## src/hdl/sched_pkg.sv

```systemverilog
package sched_pkg;

  // ------------------------------
  // physical register space
  // ------------------------------
  localparam int TAG_W     = 5;
  localparam int NUM_PREGS = 32;  // one ready bit per tag

  typedef logic [TAG_W-1:0] tag_t;

  // ------------------------------
  // issue queue
  // ------------------------------
  localparam int NUM_ENTRIES = 4;

  // per-entry lifecycle
  // EMPTY  -> free slot, may take a dispatch
  // WAIT   -> holds an instruction, watching wakeups
  // ISSUED -> sent to the ALU, freed on completion
  typedef enum logic [1:0] {
    EMPTY  = 2'd0,
    WAIT   = 2'd1,
    ISSUED = 2'd2
  } entry_state_t;

endpackage

```

## src/hdl/alu_pkg.sv

```systemverilog
package alu_pkg;

  // ------------------------------
  // data path
  // ------------------------------
  localparam int DATA_W = 16;

  typedef logic [DATA_W-1:0] data_t;

  typedef enum logic [2:0] {
    ADD  = 3'd0,
    SUB  = 3'd1,
    AND  = 3'd2,
    XOR  = 3'd3,
    ADDI = 3'd4,  // only immediate-format op
    MUL  = 3'd5
  } opcode_t;

  // second operand field, read as a tag or as an immediate
  typedef union packed {
    struct packed {
      logic [7-sched_pkg::TAG_W:0] pad;
      sched_pkg::tag_t             src2;
    } rs;
    logic signed [7:0] imm;  // sign-extended to DATA_W at issue
  } payload_u;

  // ------------------------------
  // execution latency
  // ------------------------------
  localparam int LAT_W = 3;

  localparam logic [LAT_W-1:0] LAT_SHORT = 3'd1;
  localparam logic [LAT_W-1:0] LAT_MUL   = 3'd4;

  function automatic logic [LAT_W-1:0] op_latency(opcode_t op);
    return (op == MUL) ? LAT_MUL : LAT_SHORT;
  endfunction

  function automatic logic uses_src2(opcode_t op);
    return op != ADDI;
  endfunction

endpackage

```

## src/hdl/alu_exec.sv

```systemverilog
`timescale 1ns/1ps

module alu_exec (
  input  logic              i_clk,
  input  logic              i_reset_n,
  input  logic              i_start,
  input  alu_pkg::opcode_t  i_op,
  input  alu_pkg::payload_u i_payload,
  input  alu_pkg::data_t    i_a,
  input  alu_pkg::data_t    i_b,
  input  sched_pkg::tag_t   i_dst,
  input  logic              i_done,
  output logic              o_result_valid,
  output sched_pkg::tag_t   o_result_tag,
  output alu_pkg::data_t    o_result_data
);

  import sched_pkg::*;
  import alu_pkg::*;

  opcode_t r_op;
  data_t   r_a;
  data_t   r_b;    // register operand or extended immediate
  tag_t    r_dst;
  logic    r_armed;
  data_t   w_imm;
  data_t   w_result;

  assign w_imm = data_t'(i_payload.imm);  // signed member, so the cast sign-extends

  // ------------------------------
  // operand capture
  // ------------------------------
  always_ff @(posedge i_clk) begin
    if (i_start) begin
      r_op  <= i_op;
      r_a   <= i_a;
      r_b   <= uses_src2(i_op) ? i_b : w_imm;
      r_dst <= i_dst;
    end
  end

  // set while an operation is in flight
  always_ff @(posedge i_clk or negedge i_reset_n) begin
    if (!i_reset_n) begin
      r_armed <= 1'b0;
    end else if (i_start) begin
      r_armed <= 1'b1;
    end else if (i_done) begin
      r_armed <= 1'b0;
    end
  end

  // ------------------------------
  // compute, all modulo 2^16
  // ------------------------------
  always_comb begin
    case (r_op)
      ADD, ADDI: w_result = r_a + r_b;
      SUB:       w_result = r_a - r_b;
      AND:       w_result = r_a & r_b;
      XOR:       w_result = r_a ^ r_b;
      MUL:       w_result = r_a * r_b;  // low half of the product
      default:   w_result = '0;
    endcase
  end

  assign o_result_valid = i_done & r_armed;
  assign o_result_tag   = r_dst;
  assign o_result_data  = w_result;

endmodule

```

## src/hdl/exec_timer.sv

```systemverilog
`timescale 1ns/1ps

module exec_timer (
  input  logic             i_clk,
  input  logic             i_reset_n,
  input  logic             i_start,
  input  alu_pkg::opcode_t i_op,
  output logic             o_busy,
  output logic             o_done
);

  import alu_pkg::*;

  logic [LAT_W-1:0] r_cnt;  // remaining cycles of the current op

  // ------------------------------
  // latency countdown
  // ------------------------------
  always_ff @(posedge i_clk or negedge i_reset_n) begin
    if (!i_reset_n) begin
      r_cnt <= '0;
    end else if (i_start) begin
      r_cnt <= op_latency(i_op);
    end else if (r_cnt != '0) begin
      r_cnt <= r_cnt - LAT_W'(1);
    end
  end

  // busy covers the done cycle as well, so the next pick
  // lands in the cycle after the result strobe
  assign o_busy = (r_cnt != '0);
  assign o_done = (r_cnt == LAT_W'(1));  // final cycle

endmodule

```

## src/hdl/issue_entry.sv

```systemverilog
`timescale 1ns/1ps

module issue_entry (
  input  logic                    i_clk,
  input  logic                    i_reset_n,
  // dispatch
  input  logic                    i_alloc,
  input  alu_pkg::opcode_t        i_disp_op,
  input  sched_pkg::tag_t         i_disp_src1,
  input  alu_pkg::payload_u       i_disp_payload,
  input  sched_pkg::tag_t         i_disp_dst,
  input  logic                    i_src1_rdy,
  input  logic                    i_src2_rdy,
  // wakeup buses
  input  logic                    i_wake_a_valid,  // external writeback
  input  sched_pkg::tag_t         i_wake_a_tag,
  input  logic                    i_wake_b_valid,  // ALU result
  input  sched_pkg::tag_t         i_wake_b_tag,
  // control
  input  logic                    i_flush,
  input  logic                    i_picked,
  input  logic                    i_done,
  output sched_pkg::entry_state_t o_state,
  output logic                    o_ready,
  output alu_pkg::opcode_t        o_op,
  output alu_pkg::payload_u       o_payload,
  output sched_pkg::tag_t         o_src1,
  output sched_pkg::tag_t         o_dst
);

  import sched_pkg::*;
  import alu_pkg::*;

  entry_state_t r_state;
  entry_state_t w_state_next;
  opcode_t      r_op;
  payload_u     r_payload;
  tag_t         r_src1;
  tag_t         r_dst;
  logic         r_rdy1;
  logic         r_rdy2;
  logic         w_rdy1_next;
  logic         w_rdy2_next;
  logic         w_load;

  // tag seen on either wakeup bus this cycle
  function automatic logic woken(tag_t tag);
    return (i_wake_a_valid && (i_wake_a_tag == tag)) ||
           (i_wake_b_valid && (i_wake_b_tag == tag));
  endfunction

  assign w_load = i_alloc && !i_flush && (r_state == EMPTY);  // flush kills the dispatch too

  // ------------------------------
  // next state and operand ready
  // ------------------------------
  always_comb begin
    w_state_next = r_state;
    w_rdy1_next  = r_rdy1 | woken(r_src1);  // sticky once set
    w_rdy2_next  = r_rdy2 | woken(r_payload.rs.src2);

    case (r_state)
      EMPTY: begin
        if (w_load) begin
          w_state_next = WAIT;
          w_rdy1_next  = i_src1_rdy | woken(i_disp_src1);
          // unused second source counts as ready
          w_rdy2_next  = !uses_src2(i_disp_op) | i_src2_rdy |
                         woken(i_disp_payload.rs.src2);
        end
      end
      WAIT: begin
        if (i_flush) begin
          w_state_next = EMPTY;
        end else if (i_picked) begin
          w_state_next = ISSUED;
        end
      end
      ISSUED: begin
        if (i_done) begin
          w_state_next = EMPTY;  // ALU finished, slot is free again
        end
      end
      default: w_state_next = EMPTY;
    endcase
  end

  always_ff @(posedge i_clk or negedge i_reset_n) begin
    if (!i_reset_n) begin
      r_state <= EMPTY;
      r_rdy1  <= 1'b0;
      r_rdy2  <= 1'b0;
    end else begin
      r_state <= w_state_next;
      r_rdy1  <= w_rdy1_next;
      r_rdy2  <= w_rdy2_next;
    end
  end

  // instruction fields, captured on dispatch only
  always_ff @(posedge i_clk) begin
    if (w_load) begin
      r_op      <= i_disp_op;
      r_payload <= i_disp_payload;
      r_src1    <= i_disp_src1;
      r_dst     <= i_disp_dst;
    end
  end

  // ------------------------------
  // outputs
  // ------------------------------
  // nothing is picked in a flush cycle
  assign o_ready   = (r_state == WAIT) && r_rdy1 && r_rdy2 && !i_flush;
  assign o_state   = r_state;
  assign o_op      = r_op;
  assign o_payload = r_payload;
  assign o_src1    = r_src1;
  assign o_dst     = r_dst;

endmodule

```

## src/hdl/issue_select.sv

```systemverilog
`timescale 1ns/1ps

module issue_select (
  input  logic [sched_pkg::NUM_ENTRIES-1:0] i_ready,
  input  logic [sched_pkg::NUM_ENTRIES-1:0] i_empty,
  input  logic                              i_busy,
  output logic [sched_pkg::NUM_ENTRIES-1:0] o_pick,   // one-hot
  output logic [sched_pkg::NUM_ENTRIES-1:0] o_alloc,  // one-hot
  output logic                              o_full
);

  import sched_pkg::*;

  // lowest set bit of req, as a one-hot vector
  function automatic logic [NUM_ENTRIES-1:0] lowest_set(logic [NUM_ENTRIES-1:0] req);
    logic [NUM_ENTRIES-1:0] grant;
    logic                   found;
    grant = '0;
    found = 1'b0;
    for (int i = 0; i < NUM_ENTRIES; i++) begin
      if (req[i] && !found) begin
        grant[i] = 1'b1;
        found    = 1'b1;
      end
    end
    return grant;
  endfunction

  // ------------------------------
  // issue pick
  // ------------------------------
  // single non-pipelined ALU, so nothing goes out while it is busy
  assign o_pick = i_busy ? '0 : lowest_set(i_ready);

  // ------------------------------
  // free slot for dispatch
  // ------------------------------
  assign o_alloc = lowest_set(i_empty);  // gated by the dispatch strobe upstream
  assign o_full  = ~|i_empty;

endmodule

```

## src/hdl/issue_top.sv

```systemverilog
`timescale 1ns/1ps

module issue_top (
  input  logic              i_clk,
  input  logic              i_reset_n,
  // dispatch
  input  logic              i_disp_valid,
  input  alu_pkg::opcode_t  i_disp_op,
  input  sched_pkg::tag_t   i_disp_src1,
  input  alu_pkg::payload_u i_disp_payload,
  input  sched_pkg::tag_t   i_disp_dst,
  // external writeback
  input  logic              i_wb_valid,
  input  sched_pkg::tag_t   i_wb_tag,
  input  alu_pkg::data_t    i_wb_data,
  input  logic              i_flush,
  output logic              o_full,
  // ALU completion
  output logic              o_result_valid,
  output sched_pkg::tag_t   o_result_tag,
  output alu_pkg::data_t    o_result_data
);

  import sched_pkg::*;
  import alu_pkg::*;

  entry_state_t           w_state   [NUM_ENTRIES];
  opcode_t                w_op      [NUM_ENTRIES];
  payload_u               w_payload [NUM_ENTRIES];
  tag_t                   w_src1    [NUM_ENTRIES];
  tag_t                   w_dst     [NUM_ENTRIES];
  logic [NUM_ENTRIES-1:0] w_ready;
  logic [NUM_ENTRIES-1:0] w_empty;
  logic [NUM_ENTRIES-1:0] w_pick;
  logic [NUM_ENTRIES-1:0] w_alloc;
  logic [NUM_ENTRIES-1:0] w_alloc_gated;

  opcode_t  w_pick_op;
  payload_u w_pick_payload;
  tag_t     w_pick_src1;
  tag_t     w_pick_dst;
  logic     w_start;
  data_t    w_ra_data;
  data_t    w_rb_data;
  logic     w_src1_rdy;
  logic     w_src2_rdy;
  logic     w_busy;
  logic     w_done;

  // ------------------------------
  // dispatch and pick muxes
  // ------------------------------
  assign w_alloc_gated = w_alloc & {NUM_ENTRIES{i_disp_valid}};  // full queue drops it
  assign w_start       = |w_pick;

  always_comb begin
    w_pick_op      = ADD;
    w_pick_payload = '0;
    w_pick_src1    = '0;
    w_pick_dst     = '0;
    for (int i = 0; i < NUM_ENTRIES; i++) begin
      if (w_pick[i]) begin
        w_pick_op      = w_op[i];
        w_pick_payload = w_payload[i];
        w_pick_src1    = w_src1[i];
        w_pick_dst     = w_dst[i];
      end
    end
  end

  // ------------------------------
  // issue queue
  // ------------------------------
  for (genvar i = 0; i < NUM_ENTRIES; i++) begin : g_entry
    issue_entry u_entry (
      .i_clk          (i_clk),
      .i_reset_n      (i_reset_n),
      .i_alloc        (w_alloc_gated[i]),
      .i_disp_op      (i_disp_op),
      .i_disp_src1    (i_disp_src1),
      .i_disp_payload (i_disp_payload),
      .i_disp_dst     (i_disp_dst),
      .i_src1_rdy     (w_src1_rdy),
      .i_src2_rdy     (w_src2_rdy),
      .i_wake_a_valid (i_wb_valid),
      .i_wake_a_tag   (i_wb_tag),
      .i_wake_b_valid (o_result_valid),
      .i_wake_b_tag   (o_result_tag),
      .i_flush        (i_flush),
      .i_picked       (w_pick[i]),
      .i_done         (w_done),
      .o_state        (w_state[i]),
      .o_ready        (w_ready[i]),
      .o_op           (w_op[i]),
      .o_payload      (w_payload[i]),
      .o_src1         (w_src1[i]),
      .o_dst          (w_dst[i])
    );
    assign w_empty[i] = (w_state[i] == EMPTY);
  end

  issue_select u_select (
    .i_ready (w_ready),
    .i_empty (w_empty),
    .i_busy  (w_busy),
    .o_pick  (w_pick),
    .o_alloc (w_alloc),
    .o_full  (o_full)
  );

  // ------------------------------
  // execution
  // ------------------------------
  phys_regfile u_regfile (
    .i_clk      (i_clk),
    .i_reset_n  (i_reset_n),
    .i_wa_valid (i_wb_valid),
    .i_wa_tag   (i_wb_tag),
    .i_wa_data  (i_wb_data),
    .i_wb_valid (o_result_valid),
    .i_wb_tag   (o_result_tag),
    .i_wb_data  (o_result_data),
    .i_ra_tag   (w_pick_src1),
    .i_rb_tag   (w_pick_payload.rs.src2),
    .i_rdy_tag1 (i_disp_src1),
    .i_rdy_tag2 (i_disp_payload.rs.src2),
    .o_ra_data  (w_ra_data),
    .o_rb_data  (w_rb_data),
    .o_rdy1     (w_src1_rdy),
    .o_rdy2     (w_src2_rdy)
  );

  exec_timer u_timer (
    .i_clk     (i_clk),
    .i_reset_n (i_reset_n),
    .i_start   (w_start),
    .i_op      (w_pick_op),
    .o_busy    (w_busy),
    .o_done    (w_done)
  );

  alu_exec u_alu (
    .i_clk          (i_clk),
    .i_reset_n      (i_reset_n),
    .i_start        (w_start),
    .i_op           (w_pick_op),
    .i_payload      (w_pick_payload),
    .i_a            (w_ra_data),
    .i_b            (w_rb_data),
    .i_dst          (w_pick_dst),
    .i_done         (w_done),
    .o_result_valid (o_result_valid),
    .o_result_tag   (o_result_tag),
    .o_result_data  (o_result_data)
  );

endmodule

```

## src/hdl/phys_regfile.sv

```systemverilog
`timescale 1ns/1ps

module phys_regfile (
  input  logic            i_clk,
  input  logic            i_reset_n,
  // write port A, external writeback
  input  logic            i_wa_valid,
  input  sched_pkg::tag_t i_wa_tag,
  input  alu_pkg::data_t  i_wa_data,
  // write port B, ALU result
  input  logic            i_wb_valid,
  input  sched_pkg::tag_t i_wb_tag,
  input  alu_pkg::data_t  i_wb_data,
  // operand reads for the picked entry
  input  sched_pkg::tag_t i_ra_tag,
  input  sched_pkg::tag_t i_rb_tag,
  // ready lookup for the dispatching instruction
  input  sched_pkg::tag_t i_rdy_tag1,
  input  sched_pkg::tag_t i_rdy_tag2,
  output alu_pkg::data_t  o_ra_data,
  output alu_pkg::data_t  o_rb_data,
  output logic            o_rdy1,
  output logic            o_rdy2
);

  import sched_pkg::*;
  import alu_pkg::*;

  data_t                r_regs [NUM_PREGS];
  logic [NUM_PREGS-1:0] r_rdy;

  // port B written last, so the ALU result wins a tag collision
  always_ff @(posedge i_clk) begin
    if (i_wa_valid) r_regs[i_wa_tag] <= i_wa_data;
    if (i_wb_valid) r_regs[i_wb_tag] <= i_wb_data;
  end

  always_ff @(posedge i_clk or negedge i_reset_n) begin
    if (!i_reset_n) begin
      r_rdy <= '0;
    end else begin
      if (i_wa_valid) r_rdy[i_wa_tag] <= 1'b1;
      if (i_wb_valid) r_rdy[i_wb_tag] <= 1'b1;
    end
  end

  assign o_ra_data = r_regs[i_ra_tag];
  assign o_rb_data = r_regs[i_rb_tag];

  // ready bits with same-cycle write bypass
  always_comb begin
    o_rdy1 = r_rdy[i_rdy_tag1] || (i_wa_valid && (i_wa_tag == i_rdy_tag1)) ||
             (i_wb_valid && (i_wb_tag == i_rdy_tag1));
    o_rdy2 = r_rdy[i_rdy_tag2] || (i_wa_valid && (i_wa_tag == i_rdy_tag2)) ||
             (i_wb_valid && (i_wb_tag == i_rdy_tag2));
  end

endmodule

```

## config.mk

```make
export PLATFORM = sky130hd
export DESIGN_NAME = issue_top
export DESIGN_NICKNAME = d
export VERILOG_FILES = /design/src/hdl/sched_pkg.sv /design/src/hdl/alu_pkg.sv /design/src/hdl/alu_exec.sv /design/src/hdl/exec_timer.sv /design/src/hdl/issue_entry.sv /design/src/hdl/issue_select.sv /design/src/hdl/issue_top.sv /design/src/hdl/phys_regfile.sv
export SDC_FILE = /design/constraint.sdc
export NUM_CORES = 2
export LEC_CHECK = 0
export BUFFER_PORTS_ARGS = -buffer_cell sky130_fd_sc_hd__buf_2
export CELL_PAD_IN_SITES_DETAIL_PLACEMENT = 0
export CELL_PAD_IN_SITES_GLOBAL_PLACEMENT = 1
export CORE_UTILIZATION = 54
export CTS_BUF_LIST = sky130_fd_sc_hd__clkbuf_8 sky130_fd_sc_hd__clkbuf_16
export CTS_CLUSTER_SIZE = 16
export DETAILED_ROUTE_END_ITERATION = 7
export PLACE_DENSITY_LB_ADDON = 0.1
export SETUP_SLACK_MARGIN = 0.05
export SLEW_MARGIN = 20
export SYNTH_ARGS = -nofsm -noshare
export SYNTH_HDL_FRONTEND = slang
export SYNTH_SLANG_ARGS = --single-unit
```

## constraint.sdc

```tcl
create_clock -name i_clk -period 13.1 [get_ports i_clk]
set_input_delay 0 -clock i_clk [delete_from_list [all_inputs] [get_ports i_clk]]
set_output_delay 0 -clock i_clk [all_outputs]
set_load 0.02 [all_outputs]
```

Word level (Yosys, flattened, before mapping)

Memories as Yosys holds them, arrays and structs flattened. A register that Yosys moved wholly into a read port is not among the register bits.
Cells that the tools add are included.

Bitwise logic cells: 17
Reductions and logical operators: 86
Equality and inequality tests: 49
Multipliers: 1
Order comparisons: 6
Mux-type cells: 83
$add $sub $neg: 3

Operator list:

| kind                                               | count |
|---|---|
| equality test 5 bit                                | 20 |
| case mux 16 bit (5 select lines)                   | 1 |
| 2-to-1 mux 32 bit                                  | 2 |
| bitwise OR 32 bit                                  | 2 |
| logical AND 1 bit                                  | 48 |
| 2-to-1 mux 5 bit                                   | 8 |
| 2-to-1 mux 1 bit                                   | 38 |
| 2-to-1 mux 8 bit                                   | 4 |
| 2-to-1 mux 2 bit                                   | 13 |
| < comparator 5 x 6 -> 1 bit, second input constant | 4 |
| case mux 2 bit (3 select lines)                    | 4 |
| 2-to-1 mux 3 bit                                   | 7 |
| adder 16 bit                                       | 1 |
| AND 16 bit                                         | 1 |
| multiplier 16 x 16 -> 16 bit                       | 1 |
| 2-to-1 mux 16 bit                                  | 1 |
| subtractor 16 bit                                  | 1 |
| bitwise XOR 16 bit                                 | 1 |
| logical OR 1 bit                                   | 14 |
| != test 3 x 2 -> 1 bit, second input constant      | 4 |
| AND reduction 3 bit                                | 4 |
| bitwise OR 1 bit                                   | 11 |
| binary-select mux 1 bit (select 5 bit)             | 2 |
| demux 1 bit (select 5 bit)                         | 2 |
| other kinds (20)                                   | 51 |

Output and inout bits: 23
Memories kept: 1
Input port bits: 47
Word-level logic and storage cells: 280
Register bits after elaboration: 160
Memory bits (writable): 512

Memories:

| memory           | depth | bits a word | read ports | clocked after Yosys merged registers in | write ports | RTL line           | text |
|---|---|---|---|---|---|---|---|
| u_regfile.r_regs | 32    | 16          | 2          | 1                                       | 2           | phys_regfile.sv:29 | `data_t r_regs [NUM_PREGS];` |

Depth between registers and ports, before layout

Depth in word-level cells: 22
Depth in mapped cells: 23
Mapped depth without buffers: 21

By module

A second synthesis with hierarchy kept.

Cells, all modules: 3474
Area total of the unflattened synthesis: 46171.8 µm²

Modules (own cells, without submodules):

| module       | area each (µm²) | times used | cells an instance | sequential area each (µm²) |
|---|---|---|---|---|
| phys_regfile | 33026.7         | 1          | 2206              | 16175.5 |
| alu_exec     | 7065.5          | 1          | 765               | 1226.2 |
| issue_entry  | 1285.0          | 4          | 96                | 730.7 |
| issue_top    | 638.1           | 1          | 90                | 0.0 |
| exec_timer   | 201.4           | 1          | 19                | 75.1 |
| issue_select | 100.1           | 1          | 10                | 0.0 |

Least setup slack after synthesis

OpenSTA, ideal clock, no wires.

Kind: reg-to-reg
Start point: reg u_alu.r_b[4]
End point: mem u_regfile.r_regs[10][14] (netlist name) (data pin)
Stages on the path, launching flop included: 22
Slack: 6.948 ns
Clock period less this slack: 6.152 ns
Path buffers: 2
Library setup time: 0.260 ns
Required time: 12.840 ns
Arrival time: 5.892 ns
Path through: edfxtp_1 -> clkbuf_1 -> and2_1 -> fa_1 -> inv_1 -> fa_1 -> fa_1 -> fa_1 -> inv_1 -> fa_1 -> inv_1 -> fa_1 -> inv_1 -> ha_1 -> and3_1 -> nand3_1 -> nand3_1 -> o41a_1 -> xor2_1 -> a221o_1 -> clkbuf_1 -> mux2_2

RTL lines:

| what                   | RTL line           | text |
|---|---|---|
| from (decl)            | alu_exec.sv:23     | `data_t r_b;` |
| from (signal assigned) | alu_exec.sv:38     | `r_b <= uses_src2(i_op) ? i_b : w_imm;` |
| to (decl)              | phys_regfile.sv:29 |  |

Worst setup path in the final report

Start point: reg u_alu.r_b[1]
End point: out o_result_data[14]

Longest elaborated chain between the ends: 2
Elaborated cells between the ends (all ways): 4
Those cells by class: add/sub: 2; mul: 1; mux: 1

RTL lines:

| what                                                       | RTL line        | text |
|---|---|---|
| multiplier 16 x 16 -> 16 bit, or another cell as far along | alu_exec.sv:63  | `MUL: w_result = r_a * r_b;` |
| case mux 16 bit (5 select lines) (*)                       | alu_exec.sv:58  | `case (r_op)` |
| to (decl)                                                  | issue_top.sv:21 | `output alu_pkg::data_t o_result_data` |

Every way passes the cells marked *; elsewhere a longest branch is shown, timed or not.

==> metrics <==
Worst-Margin Slew between 1 and 1.5 ns; slew margin rel. 10.8%; CTS tree built; final-stage net count around 5000; routed len/inst between 20 and 30 um; initial antenna violation count 9; minimum clock period between 7 and 8 ns; largest net degree at the start of global routing 169; area share of fa/ha/maj cells after synthesis roughly 6%; worst path cell trace nand2_1 > fa_1 > fa_1 > fa_1 > fa_1 > inv_1 > fa_1 > inv_1 > fa_1 > inv_1 > ha_1 > and3_1 > nand3_1 > nand3_1 > o41a_1 > xor2_1 > a221o_1 > buf_2; most frequent CP cell fa_1; critical path capture point type output pin; Critical Path Fanout Max 17; Leak between 15 and 20 nW; Design Area, Final between 40000 and 50000 um2; Site Rows approximately 110; Die Area between 80000 and 90000 um2; htree depth 3; xor/xnor cell area share of the yosys netlist 3.24%; Via density roughly 6.7; Synth Net Count ~5000; placed standard-cell area between 40000 and 50000 um2; Final Hold Fails 0; DP Wirelength 110000 um; pwr dens 95.9 nW/um2; IO Count 70; vias between 30000 and 40000; total negative slack for setup checks 0 ns; first-pass detailed-route iteration total 8; post-synth top area share 42.4%; # DRC 1; CTS Buf Count 76; Root Buffer clkbuf_16; final setup fails 0; CP peak stage delay 0.79 ns; Routed WL 175000 um; Switching Share 22.5%; met3 wire len approximately 24000 um; failing checks DRC; Bufs on Longest Clock Path 3; gr usage total between 40 and 50%; Post-CTS Resized 0; post-synthesis simple-gate area fraction a little under 20%; Max Fclk 138 MHz; area of the multi-input gates 22700 um2; worst path bufs/invs 4; Synth-to-Final Area Change 8.50%; Die X just under 300 um; Post-Syn Area 45100 um2; share of cells above drive strength 1 a little over a tenth; vias in the first global route 36600; Clk Latency, worst-skew pair 0.66 ns; routed length on met1 about 66000 um; Synth area leaders edfxtp_1, nand2_1, o21ai_0, mux2i_1, fa_1; compound-gate portion of the synthesized area between 10% and 20%; Core ar. 82400 um2; Worst Skew between 0.04 and 0.05 ns; uppermost layer routed met5; WL met2 75300 um; Die Ht slightly below 300 um; IO buf count 69; EDFF count, synth between 600 and 700; fillcell total around 7100; Initial Util 54.7%; RSZ-0062 raised after global routing no; sequential power share around 51%; Clock Power Share between 40% and 50%; Iter 0 DRT Violations between 5000 and 6000; HP Class primary input to flop; slowest CP cell edfxtp_1; ys async rst share 7.56%; Net Sw Power around 1.1 mW; first-pass GRT wire length around 250000 um; max_cap viols 0; total clock sinks around 690; Synth Flop Type edfxtp_1; Yosys reg bits a little under 700; post-synth cell types ~100; critical path type flop to output pin; count leader, synth nand2_1; Max IR drop VDD roughly 0.00011 V; number of cells produced by synthesis roughly 4900; Yosys Warn Count 0; Required @ worst endpoint between 10 and 15 ns; Post-CTS Setup Bufs 0; post-synthesis mux area share 7.77%; status finished, violations left; Final ANT Viol Nets 0; register area about 20000 um2; CTS clock-pin slew for the worst setup and hold paths 0.06 ns; Synth area leader edfxtp_1; RD Place Congestion around 0.99; sequential area share after synthesis a little under half; Post-synth top cells nand2_1, edfxtp_1, o21ai_0; gr ovfl total 0; Logic pwr share 3.6%; CP arrival 7.26 ns; internal power between 3 and 4 mW; crit-path leading delay family adder cells; crit start category flop; Synth Area per Inst 9.27 um2; largest family of logic cells by synthesized area simple AND/OR/NAND/NOR gates; fin crit share a little under three fifths; fin. max-slew vios 0
-- worst reg2reg max path, delay by kind of cell (launching register included) --
family,cells,cell delay [ns]
multiplexers,1,0.33
XOR/XNOR,5,1.11
AND/OR/NAND/NOR,2,0.62
buffers and inverters,4,0.43
adder cells (fa/ha/maj),6,2.94
flip-flops,1,0.68
AO/OA/AOI/OAI,2,0.44
-- timing repair --
item,in CTS,in global routing
endpoints found under the setup margin,0,0
hold buffers,24,0
hold endpoints to repair,143,0
-- cell families after synthesis --
family	count (synthesis)
multiplexers	286
AO/OA/AOI/OAI	974
XOR/XNOR	165
buffers and inverters	566
adder cells (fa/ha/maj)	165
AND/OR/NAND/NOR	2015
flip-flops	688
-- power groups by stage --
stage	Combinational, mW	Sequential (mW)	Clock [mW]
3_3_place_gp	0.152	2.45	0
3_5_place_dp	0.158	2.45	0
4_1_cts	0.164	2.40	2.11
5_1_grt	0.184	2.40	2.18
6_report	0.169	2.40	2.12
2_1_floorplan	0.0966	2.45	0
-- worst paths after layout --
| path | start | endpoint | slack, ns | depth (start not counted) |
|---|---|---|---|---|
| worst max-delay path | u_alu.r_b[1]$_DFFE_PN_ | o_result_data[14] | 5.84 | 18 |
| worst min-delay path | i_disp_valid | g_entry[1].u_entry.o_state[0]$_DFFE_PN0P_ | 0.03 | 6 |
| worst max register to register | u_alu.r_b[1]$_DFFE_PN_ | u_regfile.r_regs[26][15]$_DFFE_PP_ | 6.26 | 20 |
| worst min register to register | u_regfile.r_rdy[26]$_DFF_PN0_ | u_regfile.r_rdy[26]$_DFF_PN0_ | 0.48 | 1 |
| max in group asynchronous | i_reset_n | u_regfile.r_rdy[25]$_DFF_PN0_ | 12.51 | 3 |
| min in group asynchronous | i_reset_n | g_entry[2].u_entry.r_rdy2$_DFF_PN0_ | 0.04 | 3 |
-- registers in the layout, summed over array words and instances, names as in the netlist --
| register | cells |
|---|---|
| u_regfile.r_regs | 512 |
| u_alu.r_b | 16 |
| u_alu.o_result_tag | 5 |
| u_regfile.r_rdy | 32 |
| u_alu.r_op | 3 |
| u_alu.r_armed | 1 |
| g_entry.u_entry.r_rdy2 | 4 |
| g_entry.u_entry.o_state | 8 |
| u_alu.r_a | 16 |
| g_entry.u_entry.o_payload | 32 |
| g_entry.u_entry.o_dst | 20 |
| g_entry.u_entry.o_src1 | 20 |
| u_timer.r_cnt | 3 |
| g_entry.u_entry.o_op | 12 |
| g_entry.u_entry.r_rdy1 | 4 |
-- per-layer routing --
| metal | GRT usage, % | vias to the layer above |
|---|---|---|
| met3 | 11.8 | 557 |
| met2 | 60.3 | 2721 |
| met5 | 0.397 | - |
| li1 | - | 16900 |
| met1 | 54.3 | 18800 |
| met4 | 21.7 | 12 |
-- final cells by class --
type	instances	area share [%]
clock inverters	58	0.775
multi-input cells	3605	46.4
inverters	151	1.16
repair buffers	203	3.08
flip-flops and latches	688	41.7
clock buffers	80	4.07
well taps	1070	2.74
diodes	3	0.0154
-- cell usage in the layout, fill, tap and decap left out, types with 49 or more instances in the layout --
cell / synthesis / routed
o21ai_0: 482 / 450
nand2_1: 1229 / 1225
and2_1: 76 / 76
clkbuf_16: 0 / 79
fa_1: 81 / 81
ha_1: 84 / 84
and3_1: 73 / 73
buf_4: 21 / 103
mux2_2: 49 / 49
nor3_1: 68 / 67
mux2i_1: 191 / 191
buf_2: 86 / 69
inv_1: 151 / 167
nor2_1: 154 / 154
nand3_1: 272 / 272
xor2_1: 83 / 83
xnor2_1: 81 / 81
edfxtp_1: 636 / 636
a31oi_1: 54 / 54
a21oi_1: 195 / 191
dfrtp_1: 52 / 52
-- metrics by stage --
step / util (%) / hold WS (ns) / worst slack (ns) / total power, mW / instances
2_1_floorplan: - / -0.296 / 6.95 / 2.55 / 4859
3_3_place_gp: 56.1 / 0.190 / 6.35 / 2.60 / 5692
3_5_place_dp: 56.1 / 0.197 / 6.32 / 2.61 / 5692
4_1_cts: 59.3 / 0.00990 / 5.92 / 4.67 / 5854
5_1_grt: 59.3 / 0.0687 / 5.63 / 4.77 / 5855
6_report: 59.3 / 0.0256 / 5.84 / 4.69 / 5858
Power figures use the tool's default switching activity.
